### config.mk
export PLATFORM = sky130hd
export DESIGN_NAME = lspcTop
export DESIGN_NICKNAME = d
export VERILOG_FILES = /design/src/source/lspcPkg.sv /design/src/source/videoTiming.sv /design/src/source/cpuRegs.sv /design/src/source/rasterTimer.sv /design/src/source/irqControl.sv /design/src/source/autoAnim.sv /design/src/source/lspcTop.sv
export VERILOG_INCLUDE_DIRS = /design/src /design/src/source
export SDC_FILE = /design/constraint.sdc
export NUM_CORES = 1
export LEC_CHECK = 0
export BUFFER_PORTS_ARGS = -buffer_cell sky130_fd_sc_hd__clkbuf_2
export CORE_ASPECT_RATIO = 1.25
export CORE_MARGIN = 2
export CORE_UTILIZATION = 45
export DETAILED_ROUTE_END_ITERATION = 10
export PLACE_DENSITY = 0.63
export SYNTH_ARGS = -nofsm -noshare
export SYNTH_HDL_FRONTEND = slang
export SYNTH_SLANG_ARGS = --single-unit
export TNS_END_PERCENT = 1
### constraint.sdc
create_clock -name clk24M -period 4.4 [get_ports clk24M]
set_input_delay 0.22 -clock clk24M [delete_from_list [all_inputs] [get_ports clk24M]]
set_output_delay 0.22 -clock clk24M [all_outputs]
set_load 0.01 [all_outputs]
### src/source/lspc_settings.svh
`ifndef LSPC_SETTINGS_SVH
`define LSPC_SETTINGS_SVH

// Video geometry, in 24MHz clocks, pixels and lines
`define LSPC_CLKS_PER_PIXEL      4
`define LSPC_PIXELS_PER_LINE     384
`define LSPC_LINES_PER_FRAME     264
// Sync widths, sync is low from count 0
`define LSPC_HSYNC_PIXELS        29
`define LSPC_VSYNC_LINES         8
// Active window, bounds inclusive
`define LSPC_ACTIVE_PIXEL_FIRST  40
`define LSPC_ACTIVE_PIXEL_LAST   359
`define LSPC_ACTIVE_LINE_FIRST   16
`define LSPC_ACTIVE_LINE_LAST    239
// Line where the vblank interrupt fires
`define LSPC_VBLANK_IRQ_LINE     240

// CPU register window, word index
`define LSPC_REG_VRAMADDR        0
`define LSPC_REG_VRAMRW          1
`define LSPC_REG_VRAMMOD         2
`define LSPC_REG_MODE            3
`define LSPC_REG_TIMERHIGH       4
`define LSPC_REG_TIMERLOW        5
`define LSPC_REG_IRQACK          6

// Mode register fields
`define LSPC_MODE_TIMER_EN       4
`define LSPC_MODE_AA_LSB         8
`define LSPC_MODE_AA_MSB         15

// Acknowledge register bits
`define LSPC_ACK_VBLANK          2
`define LSPC_ACK_TIMER           1

`endif

### src/source/lspcPkg.sv
`default_nettype none

package lspcPkg;

	// CPU and VRAM data word
	typedef logic [15:0] word_t;
	// VRAM word address, full 64K range
	typedef logic [15:0] vramAddr_t;
	// Register select, CPU A3..A1
	typedef logic [2:0] regIndex_t;

	// Screen counters
	typedef logic [8:0] pixelCount_t;
	typedef logic [8:0] rasterCount_t;

	// Auto-animation tile number and frame divider
	typedef logic [2:0] aaCount_t;
	typedef logic [7:0] aaSpeed_t;

	typedef logic [31:0] timerCount_t;

	// 0 none, 1 vblank, 2 timer
	typedef logic [1:0] iplLevel_t;

	// Single-cycle CPU access, at most one strobe high
	typedef struct packed {
		logic we;
		logic re;
		regIndex_t index;
		word_t wData;
	} cpuReq_t;

	typedef struct packed {
		logic hsync;
		logic vsync;
		logic blank;
	} videoSync_t;

	// Load strobe, run enable and reload value
	typedef struct packed {
		logic load;
		logic enable;
		timerCount_t reload;
	} timerCtl_t;

endpackage

`default_nettype wire

### src/source/videoTiming.sv
`default_nettype none

`include "lspc_settings.svh"

module videoTiming (
	input wire clk24M,
	input wire rst,
	output logic pixelEn,
	output lspcPkg::rasterCount_t rasterCount,
	output logic frameStart,
	output lspcPkg::videoSync_t videoSync
);

	import lspcPkg::*;

	// 24MHz down to the 6MHz dot rate
	logic [1:0] prescaler;
	pixelCount_t pixelCount;
	logic lineEnd;
	logic frameEnd;
	logic hActive;
	logic vActive;

	// Registered enable, one clock in four
	always_ff @(posedge clk24M) begin
		if (rst) begin
			prescaler <= '0;
			pixelEn <= 1'b0;
		end else begin
			prescaler <= prescaler + 2'd1;
			pixelEn <= (prescaler == 2'(`LSPC_CLKS_PER_PIXEL - 1));
		end
	end

	assign lineEnd = (pixelCount == 9'(`LSPC_PIXELS_PER_LINE - 1));
	assign frameEnd = (rasterCount == 9'(`LSPC_LINES_PER_FRAME - 1));

	// Pixel counter, raster counter steps on its wrap
	always_ff @(posedge clk24M) begin
		if (rst) begin
			pixelCount <= '0;
			rasterCount <= '0;
		end else if (pixelEn) begin
			pixelCount <= lineEnd ? '0 : pixelCount + 9'd1;
			if (lineEnd)
				rasterCount <= frameEnd ? '0 : rasterCount + 9'd1;
		end
	end

	// Active windows
	assign hActive = (pixelCount >= 9'(`LSPC_ACTIVE_PIXEL_FIRST))
		&& (pixelCount <= 9'(`LSPC_ACTIVE_PIXEL_LAST));
	assign vActive = (rasterCount >= 9'(`LSPC_ACTIVE_LINE_FIRST))
		&& (rasterCount <= 9'(`LSPC_ACTIVE_LINE_LAST));

	// Sync levels, one clock behind the counters
	always_ff @(posedge clk24M) begin
		videoSync.hsync <= (pixelCount >= 9'(`LSPC_HSYNC_PIXELS));
		videoSync.vsync <= (rasterCount >= 9'(`LSPC_VSYNC_LINES));
		videoSync.blank <= !(hActive && vActive);
	end

	// Start of the vblank interrupt line, single clock
	assign frameStart = pixelEn && (pixelCount == '0)
		&& (rasterCount == 9'(`LSPC_VBLANK_IRQ_LINE));

endmodule

`default_nettype wire

### src/source/cpuRegs.sv
`default_nettype none

`include "lspc_settings.svh"

module cpuRegs (
	input wire clk24M,
	input wire rst,
	input wire lspcPkg::cpuReq_t cpuReq,
	output lspcPkg::word_t cpuRData,
	output lspcPkg::vramAddr_t vramAddr,
	output lspcPkg::word_t vramWData,
	output logic vramWe,
	input wire lspcPkg::word_t vramRData,
	input wire lspcPkg::rasterCount_t rasterCount,
	input wire lspcPkg::aaCount_t aaCount,
	output lspcPkg::aaSpeed_t aaSpeed,
	output lspcPkg::timerCtl_t timerCtl,
	output logic irqAck,
	output logic [1:0] irqAckBits
);

	import lspcPkg::*;

	// Write decode
	logic wrAddr;
	logic wrRw;
	logic wrMod;
	logic wrMode;
	logic wrTimerHigh;
	logic wrTimerLow;
	logic wrAck;

	// CPU-visible registers
	word_t regVramAddr;
	word_t regVramMod;
	word_t timerHigh;
	word_t timerLow;
	logic timerEn;
	logic timerLoad;

	vramAddr_t addrNext;
	word_t readMux;

	assign wrAddr = cpuReq.we && (cpuReq.index == regIndex_t'(`LSPC_REG_VRAMADDR));
	assign wrRw = cpuReq.we && (cpuReq.index == regIndex_t'(`LSPC_REG_VRAMRW));
	assign wrMod = cpuReq.we && (cpuReq.index == regIndex_t'(`LSPC_REG_VRAMMOD));
	assign wrMode = cpuReq.we && (cpuReq.index == regIndex_t'(`LSPC_REG_MODE));
	assign wrTimerHigh = cpuReq.we && (cpuReq.index == regIndex_t'(`LSPC_REG_TIMERHIGH));
	assign wrTimerLow = cpuReq.we && (cpuReq.index == regIndex_t'(`LSPC_REG_TIMERLOW));
	assign wrAck = cpuReq.we && (cpuReq.index == regIndex_t'(`LSPC_REG_IRQACK));

	// Address update mux
	// A new VRAMADDR wins over the post-write modulo step
	always_comb begin
		if (wrAddr)
			addrNext = cpuReq.wData;
		else if (vramWe)
			addrNext = vramAddr + regVramMod;
		else
			addrNext = vramAddr;
	end

	always_ff @(posedge clk24M) begin
		if (rst) begin
			regVramAddr <= '0;
			regVramMod <= '0;
			vramAddr <= '0;
			vramWe <= 1'b0;
			aaSpeed <= '0;
			timerEn <= 1'b0;
			timerHigh <= '0;
			timerLow <= '0;
			timerLoad <= 1'b0;
			irqAck <= 1'b0;
		end else begin
			vramAddr <= addrNext;
			// Write strobe for the cycle after VRAMRW
			vramWe <= wrRw;
			// Load once both halves are in place
			timerLoad <= wrTimerLow;
			irqAck <= wrAck;
			if (wrAddr)
				regVramAddr <= cpuReq.wData;
			if (wrMod)
				regVramMod <= cpuReq.wData;
			if (wrMode) begin
				aaSpeed <= cpuReq.wData[`LSPC_MODE_AA_MSB:`LSPC_MODE_AA_LSB];
				timerEn <= cpuReq.wData[`LSPC_MODE_TIMER_EN];
			end
			if (wrTimerHigh)
				timerHigh <= cpuReq.wData;
			if (wrTimerLow)
				timerLow <= cpuReq.wData;
		end
	end

	// Write data and ack bits, held with their strobes
	always_ff @(posedge clk24M) begin
		if (wrRw)
			vramWData <= cpuReq.wData;
		// Vblank in bit 1, timer in bit 0
		if (wrAck)
			irqAckBits <= {cpuReq.wData[`LSPC_ACK_VBLANK], cpuReq.wData[`LSPC_ACK_TIMER]};
	end

	assign timerCtl = '{load: timerLoad, enable: timerEn, reload: {timerHigh, timerLow}};

	// Read-back select
	always_comb begin
		case (cpuReq.index)
			regIndex_t'(`LSPC_REG_VRAMADDR): readMux = regVramAddr;
			regIndex_t'(`LSPC_REG_VRAMRW): readMux = vramRData;
			regIndex_t'(`LSPC_REG_VRAMMOD): readMux = regVramMod;
			// Raster line on top, tile number at the bottom
			regIndex_t'(`LSPC_REG_MODE): readMux = {rasterCount, 4'b0000, aaCount};
			default: readMux = '0;
		endcase
	end

	// Read data one cycle after the strobe
	always_ff @(posedge clk24M) begin
		if (cpuReq.re)
			cpuRData <= readMux;
	end

endmodule

`default_nettype wire

### src/source/rasterTimer.sv
`default_nettype none

module rasterTimer (
	input wire clk24M,
	input wire rst,
	input wire pixelEn,
	input wire lspcPkg::timerCtl_t timerCtl,
	output logic timerIrq
);

	import lspcPkg::*;

	// Pixel-rate down counter
	timerCount_t count;
	// Zero reached on a counting pixel
	logic expire;
	logic tick;

	// Counts only on enabled pixels
	assign tick = pixelEn && timerCtl.enable;
	assign expire = tick && (count == '0);

	// A load in the same cycle takes over
	assign timerIrq = expire && !timerCtl.load;

	always_ff @(posedge clk24M) begin
		if (rst) begin
			count <= '0;
		end else if (timerCtl.load) begin
			// CPU load, immediate
			count <= timerCtl.reload;
		end else if (expire) begin
			// Auto reload on underflow
			count <= timerCtl.reload;
		end else if (tick) begin
			count <= count - 32'd1;
		end
	end

	// Load of N gives N decrements then the pulse
	// so the pulse lands on pixel N+1

endmodule

`default_nettype wire

### src/source/irqControl.sv
`default_nettype none

module irqControl (
	input wire clk24M,
	input wire rst,
	input wire vblankIrq,
	input wire timerIrq,
	input wire irqAck,
	input wire [1:0] irqAckBits,
	output lspcPkg::iplLevel_t ipl
);

	import lspcPkg::*;

	logic vblankPend;
	logic timerPend;
	iplLevel_t iplNext;

	// Pending flags, a new pulse beats a same-cycle ack
	always_ff @(posedge clk24M) begin
		if (rst) begin
			vblankPend <= 1'b0;
			timerPend <= 1'b0;
			ipl <= '0;
		end else begin
			if (vblankIrq)
				vblankPend <= 1'b1;
			else if (irqAck && irqAckBits[1])
				vblankPend <= 1'b0;
			if (timerIrq)
				timerPend <= 1'b1;
			else if (irqAck && irqAckBits[0])
				timerPend <= 1'b0;
			ipl <= iplNext;
		end
	end

	// Timer over vblank
	assign iplNext = timerPend ? 2'd2 : (vblankPend ? 2'd1 : 2'd0);

endmodule

`default_nettype wire

### src/source/autoAnim.sv
`default_nettype none

module autoAnim (
	input wire clk24M,
	input wire rst,
	input wire frameStart,
	input wire lspcPkg::aaSpeed_t aaSpeed,
	output lspcPkg::aaCount_t aaCount
);

	import lspcPkg::*;

	// Frames since the last step
	aaSpeed_t frameDiv;
	logic step;

	// Speed S means a step every S+1 frames
	assign step = frameStart && (frameDiv == aaSpeed);

	always_ff @(posedge clk24M) begin
		if (rst) begin
			frameDiv <= '0;
			aaCount <= '0;
		end else if (step) begin
			frameDiv <= '0;
			// Tile number wraps at 8
			aaCount <= aaCount + 3'd1;
		end else if (frameStart) begin
			frameDiv <= frameDiv + 8'd1;
		end
	end

endmodule

`default_nettype wire

### src/source/lspcTop.sv
`default_nettype none

module lspcTop (
	input wire clk24M,
	input wire rst,
	input wire lspcPkg::cpuReq_t cpuReq,
	output lspcPkg::word_t cpuRData,
	output lspcPkg::vramAddr_t vramAddr,
	output lspcPkg::word_t vramWData,
	output logic vramWe,
	input wire lspcPkg::word_t vramRData,
	output lspcPkg::videoSync_t videoSync,
	output lspcPkg::iplLevel_t ipl
);

	import lspcPkg::*;

	// Video timing outputs
	logic pixelEn;
	logic frameStart;
	rasterCount_t rasterCount;

	// Register block to the other functions
	timerCtl_t timerCtl;
	aaSpeed_t aaSpeed;
	aaCount_t aaCount;
	logic irqAck;
	logic [1:0] irqAckBits;

	// Timer interrupt pulse
	logic timerIrq;

	videoTiming timing (
		.clk24M      (clk24M),
		.rst         (rst),
		.pixelEn     (pixelEn),
		.rasterCount (rasterCount),
		.frameStart  (frameStart),
		.videoSync   (videoSync)
	);

	cpuRegs regs (
		.clk24M      (clk24M),
		.rst         (rst),
		.cpuReq      (cpuReq),
		.cpuRData    (cpuRData),
		.vramAddr    (vramAddr),
		.vramWData   (vramWData),
		.vramWe      (vramWe),
		.vramRData   (vramRData),
		.rasterCount (rasterCount),
		.aaCount     (aaCount),
		.aaSpeed     (aaSpeed),
		.timerCtl    (timerCtl),
		.irqAck      (irqAck),
		.irqAckBits  (irqAckBits)
	);

	rasterTimer timer (
		.clk24M   (clk24M),
		.rst      (rst),
		.pixelEn  (pixelEn),
		.timerCtl (timerCtl),
		.timerIrq (timerIrq)
	);

	// Frame pulse doubles as the vblank interrupt
	irqControl irq (
		.clk24M     (clk24M),
		.rst        (rst),
		.vblankIrq  (frameStart),
		.timerIrq   (timerIrq),
		.irqAck     (irqAck),
		.irqAckBits (irqAckBits),
		.ipl        (ipl)
	);

	autoAnim anim (
		.clk24M     (clk24M),
		.rst        (rst),
		.frameStart (frameStart),
		.aaSpeed    (aaSpeed),
		.aaCount    (aaCount)
	);

endmodule

`default_nettype wire

# Word-level counts from Yosys, hierarchy flattened
# Cells that the tools add are included.
# totals
ff_bits,197
latch_bits,0
mem_bits_rw,0
mem_bits_ro,0
input_bits,39
mem_count,0
# op_classes
add_sub_neg,7
multipliers,0
div,0
order_cmp,6
n_eq_ne,11
shift,0
mux,14
bitwise_logic,0
n_reduce_logical,30
# ops
operator,count
32-bit 2-to-1 mux,3
16-bit case mux with 4 select lines,1
32-bit logical NOT,1
16-bit 2-to-1 mux,2
"32-bit by 1-bit subtractor with 32-bit output, second input constant",1
"9-bit by 1-bit adder with 9-bit output, second input constant",2
"9-bit equality test, second input constant",2
"9-bit by 5-bit >= comparator with 1-bit output, second input constant",2
1-bit logical AND,18
9-bit 2-to-1 mux,2
16-bit adder,1
"3-bit equality test, second input constant",3
"9-bit by 8-bit equality test with 1-bit output, second input constant",1
"9-bit by 4-bit >= comparator with 1-bit output, second input constant",1
"9-bit by 6-bit >= comparator with 1-bit output, second input constant",1
"9-bit by 8-bit <= comparator with 1-bit output, second input constant",1
"9-bit <= comparator, second input constant",1
9-bit logical NOT,1
"8-bit by 1-bit adder with 8-bit output, second input constant",1
8-bit equality test,1
"3-bit by 2-bit equality test with 1-bit output, second input constant",2
2-bit nonzero test,3
1-bit 2-to-1 mux,5
2-bit OR reduction,2
9 further kinds,10

# Longest topological paths before layout
# Gate-level depths: netlist of run 1.
# depth
ltp_word,5
mapped_depth,11

# Modules after synthesis
# A second synthesis of run 1 with hierarchy kept.
# hier_totals
cells_unflattened,1079
area_unflattened_um2,9619.2
# by_module_without_submodules
mod,instances,cells_each,area_per_inst_um2
cpuRegs,1,594,5577.8
rasterTimer,1,273,2109.5
videoTiming,1,137,1188.6
autoAnim,1,63,604.3
irqControl,1,12,138.9

# Worst setup path before layout of run 1
# Ideal clock, no wire load.
# synth_timing
kind,register to register
startpoint,register regs.vramAddr[0]
endpoint,register regs.vramAddr[14]
arrival_time_ps,2115
required_ps,4283
slack_ps,2167
stages_incl_launch_ff,11
path_buffers,0
synth_period_minus_slack_ps,2233
path_cell_list,dfxtp_1 > ha_1 > inv_1 > fa_1 > nor2b_1 > o31ai_1 > a21oi_1 > o21ai_0 > a211oi_1 > mux2i_1 > nand2_1
# synth_via
elab_chain_cells,3
# synth_rtl
element,line_no,source
"start, declared",cpuRegs.sv:10,"output lspcPkg::vramAddr_t vramAddr,"
"start signal, assigned",cpuRegs.sv:76,vramAddr <= addrNext;
16-bit adder,cpuRegs.sv:58,addrNext = vramAddr + regVramMod;
16-bit 2-to-1 mux,cpuRegs.sv:57,else if (vramWe)
16-bit 2-to-1 mux,cpuRegs.sv:55,if (wrAddr)
# Every way passes these cells. The select of a mux whose other input is x is not followed.
# A chain may end at the register's enable or synchronous reset.

# Worst setup path in the final report of run 1
# layout_timing
startpoint,register timer.count[0]
endpoint,register timer.count[19]
# layout_via
elab_chain_cells,4
# layout_rtl
element,line_no,source
"start, declared",rasterTimer.sv:14,timerCount_t count;
"start signal, assigned",rasterTimer.sv:31,count <= timerCtl.reload;
"start signal, assigned",rasterTimer.sv:34,count <= timerCtl.reload;
"start signal, assigned",rasterTimer.sv:36,count <= count - 32'd1;
32-bit by 1-bit subtractor with 32-bit output / 32-bit logical NOT (equally long branches),"rasterTimer.sv:36, rasterTimer.sv:21",
32-bit 2-to-1 mux / 1-bit logical AND (equally long branches),"rasterTimer.sv:35, rasterTimer.sv:21",
32-bit 2-to-1 mux,rasterTimer.sv:32,end else if (expire) begin
32-bit 2-to-1 mux,rasterTimer.sv:29,end else if (timerCtl.load) begin
# Parallel ways exist; a longest one is shown, timed or not. The select of a mux whose other input is x is not followed.

==> flow_metrics.env, run 1 <==
export IMPL_ys_ff_latch=197
export IMPL_place_ws_ps=1730
export IMPL_antenna_left=0
export IMPL_die_w_um=133
export IMPL_multi_input_area_mm2=0.00473
export IMPL_viasPerCell=5.63
export IMPL_end_kind="flop"
export IMPL_synth_cell_types=76
export IMPL_setup_ws_ps=1680
export IMPL_design_area_mm2=0.0105
export IMPL_insertion_delay_ps=430
export IMPL_num_vias=7920
export IMPL_ir_worst_vdd_v=0.000253
export IMPL_drt_iter0_markers=578
export IMPL_clock_sinks=197
export IMPL_layout_drive_gt1_share_pct=14.9
export IMPL_synth_main_ff_cell="dfxtp_1"
export IMPL_grt_start_max_net_pins=63
export IMPL_finalWirelength_um=25400
export IMPL_yosys_warnings=0
export IMPL_holdWs_ps=93.9
export IMPL_grt_pass1_wl_um=40600
export IMPL_n_antenna_cell=0
export IMPL_final_hold_violation_count=0
export IMPL_status="completed"
export IMPL_period_needed_ps=2720
export IMPL_final_cell_mix="nand2_1 (195), dfxtp_1 (163), a21oi_1 (129), nor2_1 (93), clkbuf_2 (91)"
export IMPL_dr_pass1_iters=5
export IMPL_die_area_mm2=0.0219
export IMPL_power_density_mw_per_mm2=359
export IMPL_async_flop_share_pct=0
export IMPL_maxCapViolations=0
export IMPL_p_leak_nw=4.06
export IMPL_fin_crit_sh_pct=61.8
export IMPL_synth_edff_count=34
export IMPL_setup_viol=0
export IMPL_critical_path_class="flop to flop"
export IMPL_worst_ep_required_time_ps=4700
export IMPL_die_h_um=165
export IMPL_finalMaxSlewViolations=0
export IMPL_drc=0
export IMPL_ios=93
export IMPL_gr_total_overflow=0
export IMPL_antenna_found_initial=0
export IMPL_seqCellArea_mm2=0.00428
export IMPL_fin_nets=1188
export IMPL_clockBufferDepth=2
export IMPL_arrival_ps=3020
export IMPL_track_usage_pct=23.7
export IMPL_tritoncts="built"
export IMPL_routedWlPerCell_um=18.0
export IMPL_setup_tns_final_ps=0
export IMPL_initial_utilization_pct=46.0
export IMPL_layout_commonest_cell="nand2_1"
export IMPL_syn_inst=1066
export IMPL_synth_nets=1130
export IMPL_grt_pass1_vias=7496
export IMPL_worstPathMaxFanout=33
export IMPL_h_tree_depth=4
export IMPL_fmax_mhz=368
export IMPL_tightestPinTransition_ps=1190
export IMPL_gp_congestion=0.918
export IMPL_timing_hold_worst_class="input port to flop"
export IMPL_syn_area_mm2=0.00932
export IMPL_cts_root_buf="clkbuf_16"
export IMPL_cts_setup_buffers=0
export IMPL_clkSlewWorstSetupHoldPaths_ps=80
export IMPL_postPlaceCellArea_mm2=0.00994
export IMPL_cts_resized=0
export IMPL_finClkSkew_ps=10.1
export IMPL_cts_buffers=17
export IMPL_critPathLaunchType="flop"
export IMPL_maxSlewHeadroom_pct=20.1
export IMPL_n_fill_cell=1914
export IMPL_numPortBuffers=92
export IMPL_rsz0062_at_grt="false"
export IMPL_core_area_mm2=0.0202
export IMPL_dp_hpwl_um=18000
export IMPL_synth_yosys_seq_area_share_pct=46.0
export IMPL_cts_hold_buf=0
export IMPL_rows=58
export IMPL_synthToLayoutAreaGrowth_pct=12.9
export IMPL_syn_avg_cell_area_um2=8.74
[cell usage after synthesis, types with 9 or more instances]
cell type  instances  share of area (%)
xnor2_1           13                1.2
nor2_1            93                3.7
a21oi_1          129                6.9
nor4_1            13               0.87
nand2b_1           9               0.60
mux4_2            12                2.9
nand4_1           10               0.67
o21ai_0           27                1.5
nand3_1           25                1.3
nor2b_1           21                1.4
xor2_1            34                3.2
dfxtp_1          163                 35
edfxtp_1          34                 11
nand2_1          195                7.9
o22ai_1            9               0.60
mux2i_1           11                1.2
and3_1            10               0.67
clkbuf_1          52                2.1
nor3_1            38                2.0
inv_1             15               0.60
ha_1              24                3.2
[flip-flops by register name (all words and copies together) (netlist names), 3 cells and up]
register	flops
timing.rasterCount	9
regs.cpuRData	16
anim.frameDiv	8
regs.timerLow	16
timer.count	32
timing.videoSync	3
timing.pixelCount	9
regs.regVramAddr	16
regs.vramAddr	16
regs.vramWData	16
regs.aaSpeed	8
regs.timerHigh	16
anim.aaCount	3
regs.regVramMod	16
[report_power, final]
group	switching, mW	total, mW	internal [mW]
Sequential	0.0287	1.90	1.87
Clock	0.759	1.55	0.789
Combinational	0.216	0.335	0.119
Total	1.00	3.78	2.78
[worst max-delay path: stages, from the launching register on]
cell	delay, ps
dfxtp_1	330
inv_1	70
ha_1	190
or3b_1	460
nor3_1	320
nand4_2	260
nand2_2	570
o21ai_0	190
nand2_1	100
o22ai_1	70
[routing by layer]
metal | up-vias | wire length, um | GRT usage [%]
li1 | 3887 | - | -
met1 | 3769 | 11100 | 30.1
met4 | 0 | 573 | 8.31
met2 | 229 | 12500 | 41.1
met5 | - | 0 | 0
met3 | 35 | 1200 | 3.59
[kinds of logic after synthesis]
logic type                 count (synthesis)  share of synthesized area (%)
AOI/OAI and AO/OA                        236                           15.0
DFF                                      197                           46.0
buffers and inverters                     77                           3.30
adders and majority gates                 25                           3.44
and+or+nand+nor                          457                           23.3
xor gates and xnor gates                  47                           4.42
muxes                                     27                           4.57
[through the flow]
step           total power, mW  cells  util [%]
2_1_floorplan             2.15   1066         -
3_3_place_gp              2.27   1375      49.1
3_5_place_dp              2.27   1375      49.1
4_1_cts                   3.82   1407      52.0
5_1_grt                   3.92   1407      52.0
6_report                  3.78   1407      52.0
[worst paths after layout]
| path | startpoint | to | slack, ps | depth (start not counted) |
|---|---|---|---|---|
| setup reg to reg | timer.count[0]$_SDFFE_PP0P_ | timer.count[19]$_SDFFE_PP0P_ | 1680 | 9 |
| hold / removal | cpuReq[0] | regs.vramWData[0]$_DFFE_PP_ | 90 | 1 |
| hold reg to reg | timing.prescaler[0]$_SDFF_PP0_ | timing.prescaler[0]$_SDFF_PP0_ | 430 | 1 |
| setup / recovery | timer.count[0]$_SDFFE_PP0P_ | timer.count[19]$_SDFFE_PP0P_ | 1680 | 9 |
[layout make-up]
class	count	area share [%]
timing repair buffer	101	5.04
inverter	15	0.535
clock inverter	14	1.27
sequential	197	40.7
multi-input combinational	792	45.0
tap	270	3.21
clock buffer	18	4.28
Note: power is estimated with default switching activity, not from simulation.
==> inputs of run 2 (changes only) <==
Settings changed: PLACE_DENSITY 0.63 to 0.66.
Clock period 4.4 ns to 2.36 ns, I/O delays scaled along.
==> run 2 against run 1 <==
Net effect: count of clock-buffer cells in the layout is 1 higher; non-clock buffer count is 55 higher; core utilization is 2.2 points higher; sequential cell count stayed put; critical endpoint is now regs.vramAddr[11]$_SDFFE_PP0P_.
==> flow_metrics.env, run 2 (synthesis results as in run 1) <==
export IMPL_grt_pass1_wl_um=41100
export IMPL_gr_total_overflow=0
export IMPL_synthToLayoutAreaGrowth_pct=17.8
export IMPL_final_hold_violation_count=0
export IMPL_fin_nets=1243
export IMPL_finalWirelength_um=25900
export IMPL_placed_cells=1424
export IMPL_power_density_mw_per_mm2=635
export IMPL_setup_tns_final_ps=0
export IMPL_place_ws_ps=24.4
export IMPL_drt_iter0_markers=571
export IMPL_finClkSkew_ps=11.0
export IMPL_clockBufferDepth=2
export IMPL_dr_pass1_iters=5
export IMPL_worstPathMaxFanout=4
export IMPL_clock_sinks=197
export IMPL_rows=58
export IMPL_dr_wl_met3_um=1310
export IMPL_antenna_found_initial=0
export IMPL_status="completed"
export IMPL_n_fill_cell=1864
export IMPL_setup_viol=0
export IMPL_critPathLaunchType="flop"
export IMPL_dp_hpwl_um=18500
export IMPL_track_usage_pct=23.9
export IMPL_holdWs_ps=7.19
export IMPL_h_tree_depth=4
export IMPL_cts_buffers=17
export IMPL_largest_reg_flops=32
export IMPL_timing_hold_worst_class="input port to flop"
export IMPL_maxSlewHeadroom_pct=49.2
export IMPL_period_needed_ps=2330
export IMPL_numPortBuffers=92
export IMPL_dr_wl_met2_um=13000
export IMPL_postPlaceCellArea_mm2=0.0103
export IMPL_top_layer="met4"
export IMPL_die_area_mm2=0.0219
export IMPL_final_cell_mix="nand2_1 (195), dfxtp_1 (163), a21oi_1 (128), nor2_1 (93), clkbuf_2 (91)"
export IMPL_end_kind="flop"
export IMPL_fin_crit_sh_pct=98.6
export IMPL_ios=93
export IMPL_regMostFlops="timer.count"
export IMPL_die_w_um=133
export IMPL_rsz0062_at_grt="true"
export IMPL_initial_utilization_pct=46.0
export IMPL_fmax_mhz=430
export IMPL_ir_worst_vdd_v=0.000505
export IMPL_instances_no_fill=1462
export IMPL_grt_pass1_vias=7668
export IMPL_design_area_mm2=0.0110
export IMPL_setup_ws_ps=32.7
export IMPL_routedWlPerCell_um=17.7
export IMPL_maxCapViolations=0
export IMPL_tightestPinTransition_ps=763
export IMPL_critical_path_class="flop to flop"
export IMPL_tritoncts="built"
export IMPL_p_leak_nw=4.31
export IMPL_clkSlewWorstSetupHoldPaths_ps=70
export IMPL_cts_root_buf="clkbuf_16"
export IMPL_drc=0
export IMPL_core_area_mm2=0.0202
export IMPL_die_h_um=165
export IMPL_viasPerCell=5.55
export IMPL_finish_utilization_pct=54.2
export IMPL_antenna_left=0
export IMPL_arrival_ps=2680
export IMPL_layout_commonest_cell="nand2_1"
export IMPL_grt_start_max_net_pins=47
export IMPL_num_vias=8121
export IMPL_gp_congestion=0.921
export IMPL_layout_drive_gt1_share_pct=18.6
export IMPL_insertion_delay_ps=440
export IMPL_n_antenna_cell=0
export IMPL_drt_met1_wl_um=10800
export IMPL_finalMaxSlewViolations=0
export IMPL_worst_ep_required_time_ps=2710
export IMPL_total_power_mw=6.97
-- run 2: cell types whose count changed in the layout (fill, tap and decap cells not counted), moves of 3 or more --
cell / change
o21ai_0: -3
clkinv_1: +5
inv_6: -4
inv_8: -3
dlygate4sd3_1: +6
o21ai_1: +3
buf_4: +47
-- run 2: path summary, 6_finish.rpt --
kind	slack, ps	cells after the start	end	start
setup / recovery	30	9	regs.vramAddr[11]$_SDFFE_PP0P_	regs.vramAddr[6]$_SDFFE_PP0P_
hold / removal	7	1	regs.vramWData[5]$_DFFE_PP_	cpuReq[5]
setup reg to reg	30	9	regs.vramAddr[11]$_SDFFE_PP0P_	regs.vramAddr[6]$_SDFFE_PP0P_
hold reg to reg	440	1	timing.prescaler[0]$_SDFF_PP0_	timing.prescaler[0]$_SDFF_PP0_
-- run 2: area by class of cell --
type | count | area, um^2 | area share [%]
Clock buffer | 19 | 464 | 4.23
Clock inverter | 13 | 76.3 | 0.695
Inverter | 15 | 56.3 | 0.513
Multi-Input combinational cell | 792 | 4780 | 43.5
Sequential cell | 197 | 4280 | 39.0
Tap cell | 270 | 338 | 3.08
Timing Repair Buffer | 156 | 983 | 8.96
-- run 2: routing by layer --
layer | GRT usage (%) | up-vias
met5 | 0 | -
met3 | 4.45 | 52
met2 | 41.0 | 220
met1 | 29.8 | 3862
met4 | 9.92 | 0
li1 | - | 3987
-- run 2: power breakdown --
group | switching [mW] | internal (mW)
combinational | 0.422 | 0.278
clock | 1.30 | 1.43
sequential | 0.0481 | 3.49
-- run 2: critical path, stage by stage, from the launching register on --
cell and delay [ps]:
dfxtp_1 330, ha_1 320, a2111oi_1 420, o21ai_1 190, a41oi_1 250, buf_4 160, o21bai_1 60, a21oi_1 180
xor2_1 90, a311oi_1 240
-- run 2: repair_timing --
| item | 4_1_cts | 5_1_grt |
|---|---|---|
| setup endpoints to repair | 0 | 38 |
| gates resized for setup | 0 | 14 |
| hold endpoints to repair | 7 | 0 |
| hold buffers | 6 | 0 |
| buffers inserted | 0 | 0 |
==> inputs of run 3 (changes only) <==
Settings changed: SKIP_CTS_REPAIR_TIMING set to 1, SYNTH_HIERARCHICAL set to 1.
==> run 3 against run 2 <==
Net effect: the run now ends with negative setup slack left; combinational power grew 2%; power grew 2.0%; fmax down 9.2%; clock power rose by 4%; first-iteration DRC count increased by 1.8%.
==> flow_metrics.env, run 3 <==
export IMPL_maxSlewHeadroom_pct=52.0
export IMPL_final_hold_violation_count=0
export IMPL_synth_cell_types=85
export IMPL_dr_wl_met3_um=1170
export IMPL_synth_edff_count=34
export IMPL_initial_utilization_pct=46.0
export IMPL_power_frac_comb_pct=10.0
export IMPL_antenna_left=0
export IMPL_critPathLaunchType="flop"
export IMPL_num_vias=8506
export IMPL_core_area_mm2=0.0209
export IMPL_drt_met1_wl_um=11400
export IMPL_viasPerCell=5.67
export IMPL_tightestPinTransition_ps=719
export IMPL_synthToLayoutAreaGrowth_pct=18.8
export IMPL_fmax_mhz=390
export IMPL_final_cell_mix="nand2_1 (201), dfxtp_1 (161), a21oi_1 (126), clkbuf_2 (91), nor2_1 (80)"
export IMPL_n_fill_cell=1960
export IMPL_finish_utilization_pct=54.7
export IMPL_synth_area_leaders="dfxtp_1 (34%), edfxtp_1 (11%), nand2_1 (7.8%)"
export IMPL_grt_start_max_net_pins=64
export IMPL_syn_inst=1079
export IMPL_setup_ws_ps=-203
export IMPL_gr_total_overflow=0
export IMPL_die_area_mm2=0.0226
export IMPL_status="finished, violations left"
export IMPL_cts_root_buf="clkbuf_16"
export IMPL_postPlaceCellArea_mm2=0.0107
export IMPL_insertion_delay_ps=430
export IMPL_cts_buffers=17
export IMPL_slowest_stage="or4b_4"
export IMPL_die_w_um=135
export IMPL_synth_main_ff_cell="dfxtp_1"
export IMPL_dr_pass1_iters=5
export IMPL_p_int_mw=5.29
export IMPL_critical_path_class="flop to flop"
export IMPL_synth_most_common_cell="nand2_1"
export IMPL_synth_nets=1143
export IMPL_track_usage_pct=24.5
export IMPL_layout_drive_gt1_share_pct=21.7
export IMPL_crit_start="timer/count[0]$_SDFFE_PP0P_"
export IMPL_reg2reg_from="timer/count[0]$_SDFFE_PP0P_"
export IMPL_synth_top_area_share_pct=33.9
export IMPL_n_antenna_cell=0
export IMPL_yosys_area_top_type="dfxtp_1"
export IMPL_antenna_found_initial=1
export IMPL_synth_common_cells="nand2_1 (201), dfxtp_1 (163), a21oi_1 (127)"
export IMPL_swShare_pct=25.6
export IMPL_clkPwrFrac_pct=40.1
export IMPL_path_cells="inv_2, ha_4, or4b_4, or4_4, buf_6, o31ai_4, buf_4, nor4_1, a221o_1"
export IMPL_maxCapViolations=0
export IMPL_period_needed_ps=2560
export IMPL_rsz0062_at_grt="true"
export IMPL_min_delay_start="cpuReq[2]"
export IMPL_rows=59
export IMPL_synth_yosys_seq_area_share_pct=44.5
export IMPL_gp_congestion=0.901
export IMPL_numPortBuffers=92
export IMPL_yosys_warnings=6
export IMPL_finClkSkew_ps=12.7
export IMPL_top_layer="met4"
export IMPL_grt_pass1_wl_um=42900
export IMPL_ios=93
export IMPL_slowest_delay_ps=480
export IMPL_syn_area_mm2=0.00962
export IMPL_setup_viol=25
export IMPL_power_frac_seq_pct=49.9
export IMPL_timing_hold_worst_class="input port to flop"
export IMPL_multi_input_area_mm2=0.00505
export IMPL_layout_commonest_cell="nand2_1"
export IMPL_dr_wl_met2_um=14400
export IMPL_largest_reg_flops=32
export IMPL_design_area_mm2=0.0114
export IMPL_fin_nets=1278
export IMPL_seqCellArea_mm2=0.00429
export IMPL_clkSlewWorstSetupHoldPaths_ps=70
export IMPL_clock_sinks=197
export IMPL_drc=0
export IMPL_routedWlPerCell_um=18.5
export IMPL_h_tree_depth=4
export IMPL_tritoncts="built"
export IMPL_finalMaxSlewViolations=0
export IMPL_clockBufferDepth=2
export IMPL_arrival_ps=2880
export IMPL_end_kind="flop"
export IMPL_worst_ep_required_time_ps=2680
export IMPL_fin_crit_sh_pct=109
export IMPL_finalWirelength_um=27800
export IMPL_regMostFlops="timer/count"
export IMPL_worstPathMaxFanout=5
export IMPL_power_switching_mw=1.82
export IMPL_power_density_mw_per_mm2=622
export IMPL_violations="negative setup slack"
export IMPL_ir_worst_vdd_v=0.000525
export IMPL_async_flop_share_pct=0
export IMPL_drt_iter0_markers=581
export IMPL_grt_pass1_vias=7973
export IMPL_ys_ff_latch=197
export IMPL_die_h_um=167
export IMPL_dp_hpwl_um=19800
export IMPL_syn_avg_cell_area_um2=8.91
export IMPL_p_leak_nw=4.38
-- run 3: worst max-delay path, delay by kind of cell (launching register included) --
kind,cells,cell delay [ps]
simple gates,3,1000
fa+ha+maj,1,150
compound gates,2,560
buf+inv,3,420
flops,1,330
-- run 3: logic make-up after synthesis --
group                      synth area share [%]
and+or+nand+nor                            23.6
AOI/OAI and AO/OA                          16.0
xor gates and xnor gates                   3.63
muxes                                      5.06
DFF                                        44.5
adders and majority gates                  3.33
buffers and inverters                      3.84
-- run 3: per-stage QoR --
stage | total power, mW | setup TNS, ps | hold WS, ps | std cells | worst slack [ps]
4_1_cts | 7.12 | -6420 | -16.6 | 1497 | -340
2_1_floorplan | 4.00 | -1420 | 190 | 1079 | -118
6_report | 7.11 | -2230 | 36.0 | 1501 | -203
3_3_place_gp | 4.30 | -4220 | 408 | 1465 | -257
5_1_grt | 7.35 | -4730 | 22.4 | 1501 | -287
3_5_place_dp | 4.31 | -5800 | 431 | 1465 | -314
-- run 3: metal layers --
metal / up-vias / GRT usage, %
met4: 0 / 9.98
met1: 4076 / 30.0
met3: 51 / 3.66
met2: 235 / 42.8
li1: 4144 / -
met5: - / 0
-- run 3: final timing paths --
check        slack (ps)                              to  cells after the start
max                -200    timer/count[15]$_SDFFE_PP0P_                      9
min reg2reg         450  timing/prescaler[0]$_SDFF_PP0_                      1
max reg2reg        -200    timer/count[15]$_SDFFE_PP0P_                      9
min                  40     regs/vramWData[2]$_DFFE_PP_                      1
-- run 3: final cells by class --
cell class / instances / share of cell area [%]
Clock buffer: 20 / 3.91
Multi-Input combinational cell: 808 / 44.2
Clock inverter: 12 / 1.01
Sequential cell: 197 / 37.5
Inverter: 16 / 0.526
Timing Repair Buffer: 174 / 9.80
Tap cell: 274 / 3.00
-- run 3: power groups by stage --
stage | Sequential, mW | Clock (mW) | Combinational [mW]
CTS | 3.54 | 2.88 | 0.691
finish | 3.55 | 2.85 | 0.714
global placement | 3.62 | 0 | 0.683
floorplan | 3.62 | 0 | 0.379
global route | 3.55 | 3.03 | 0.771
detailed placement | 3.62 | 0 | 0.686
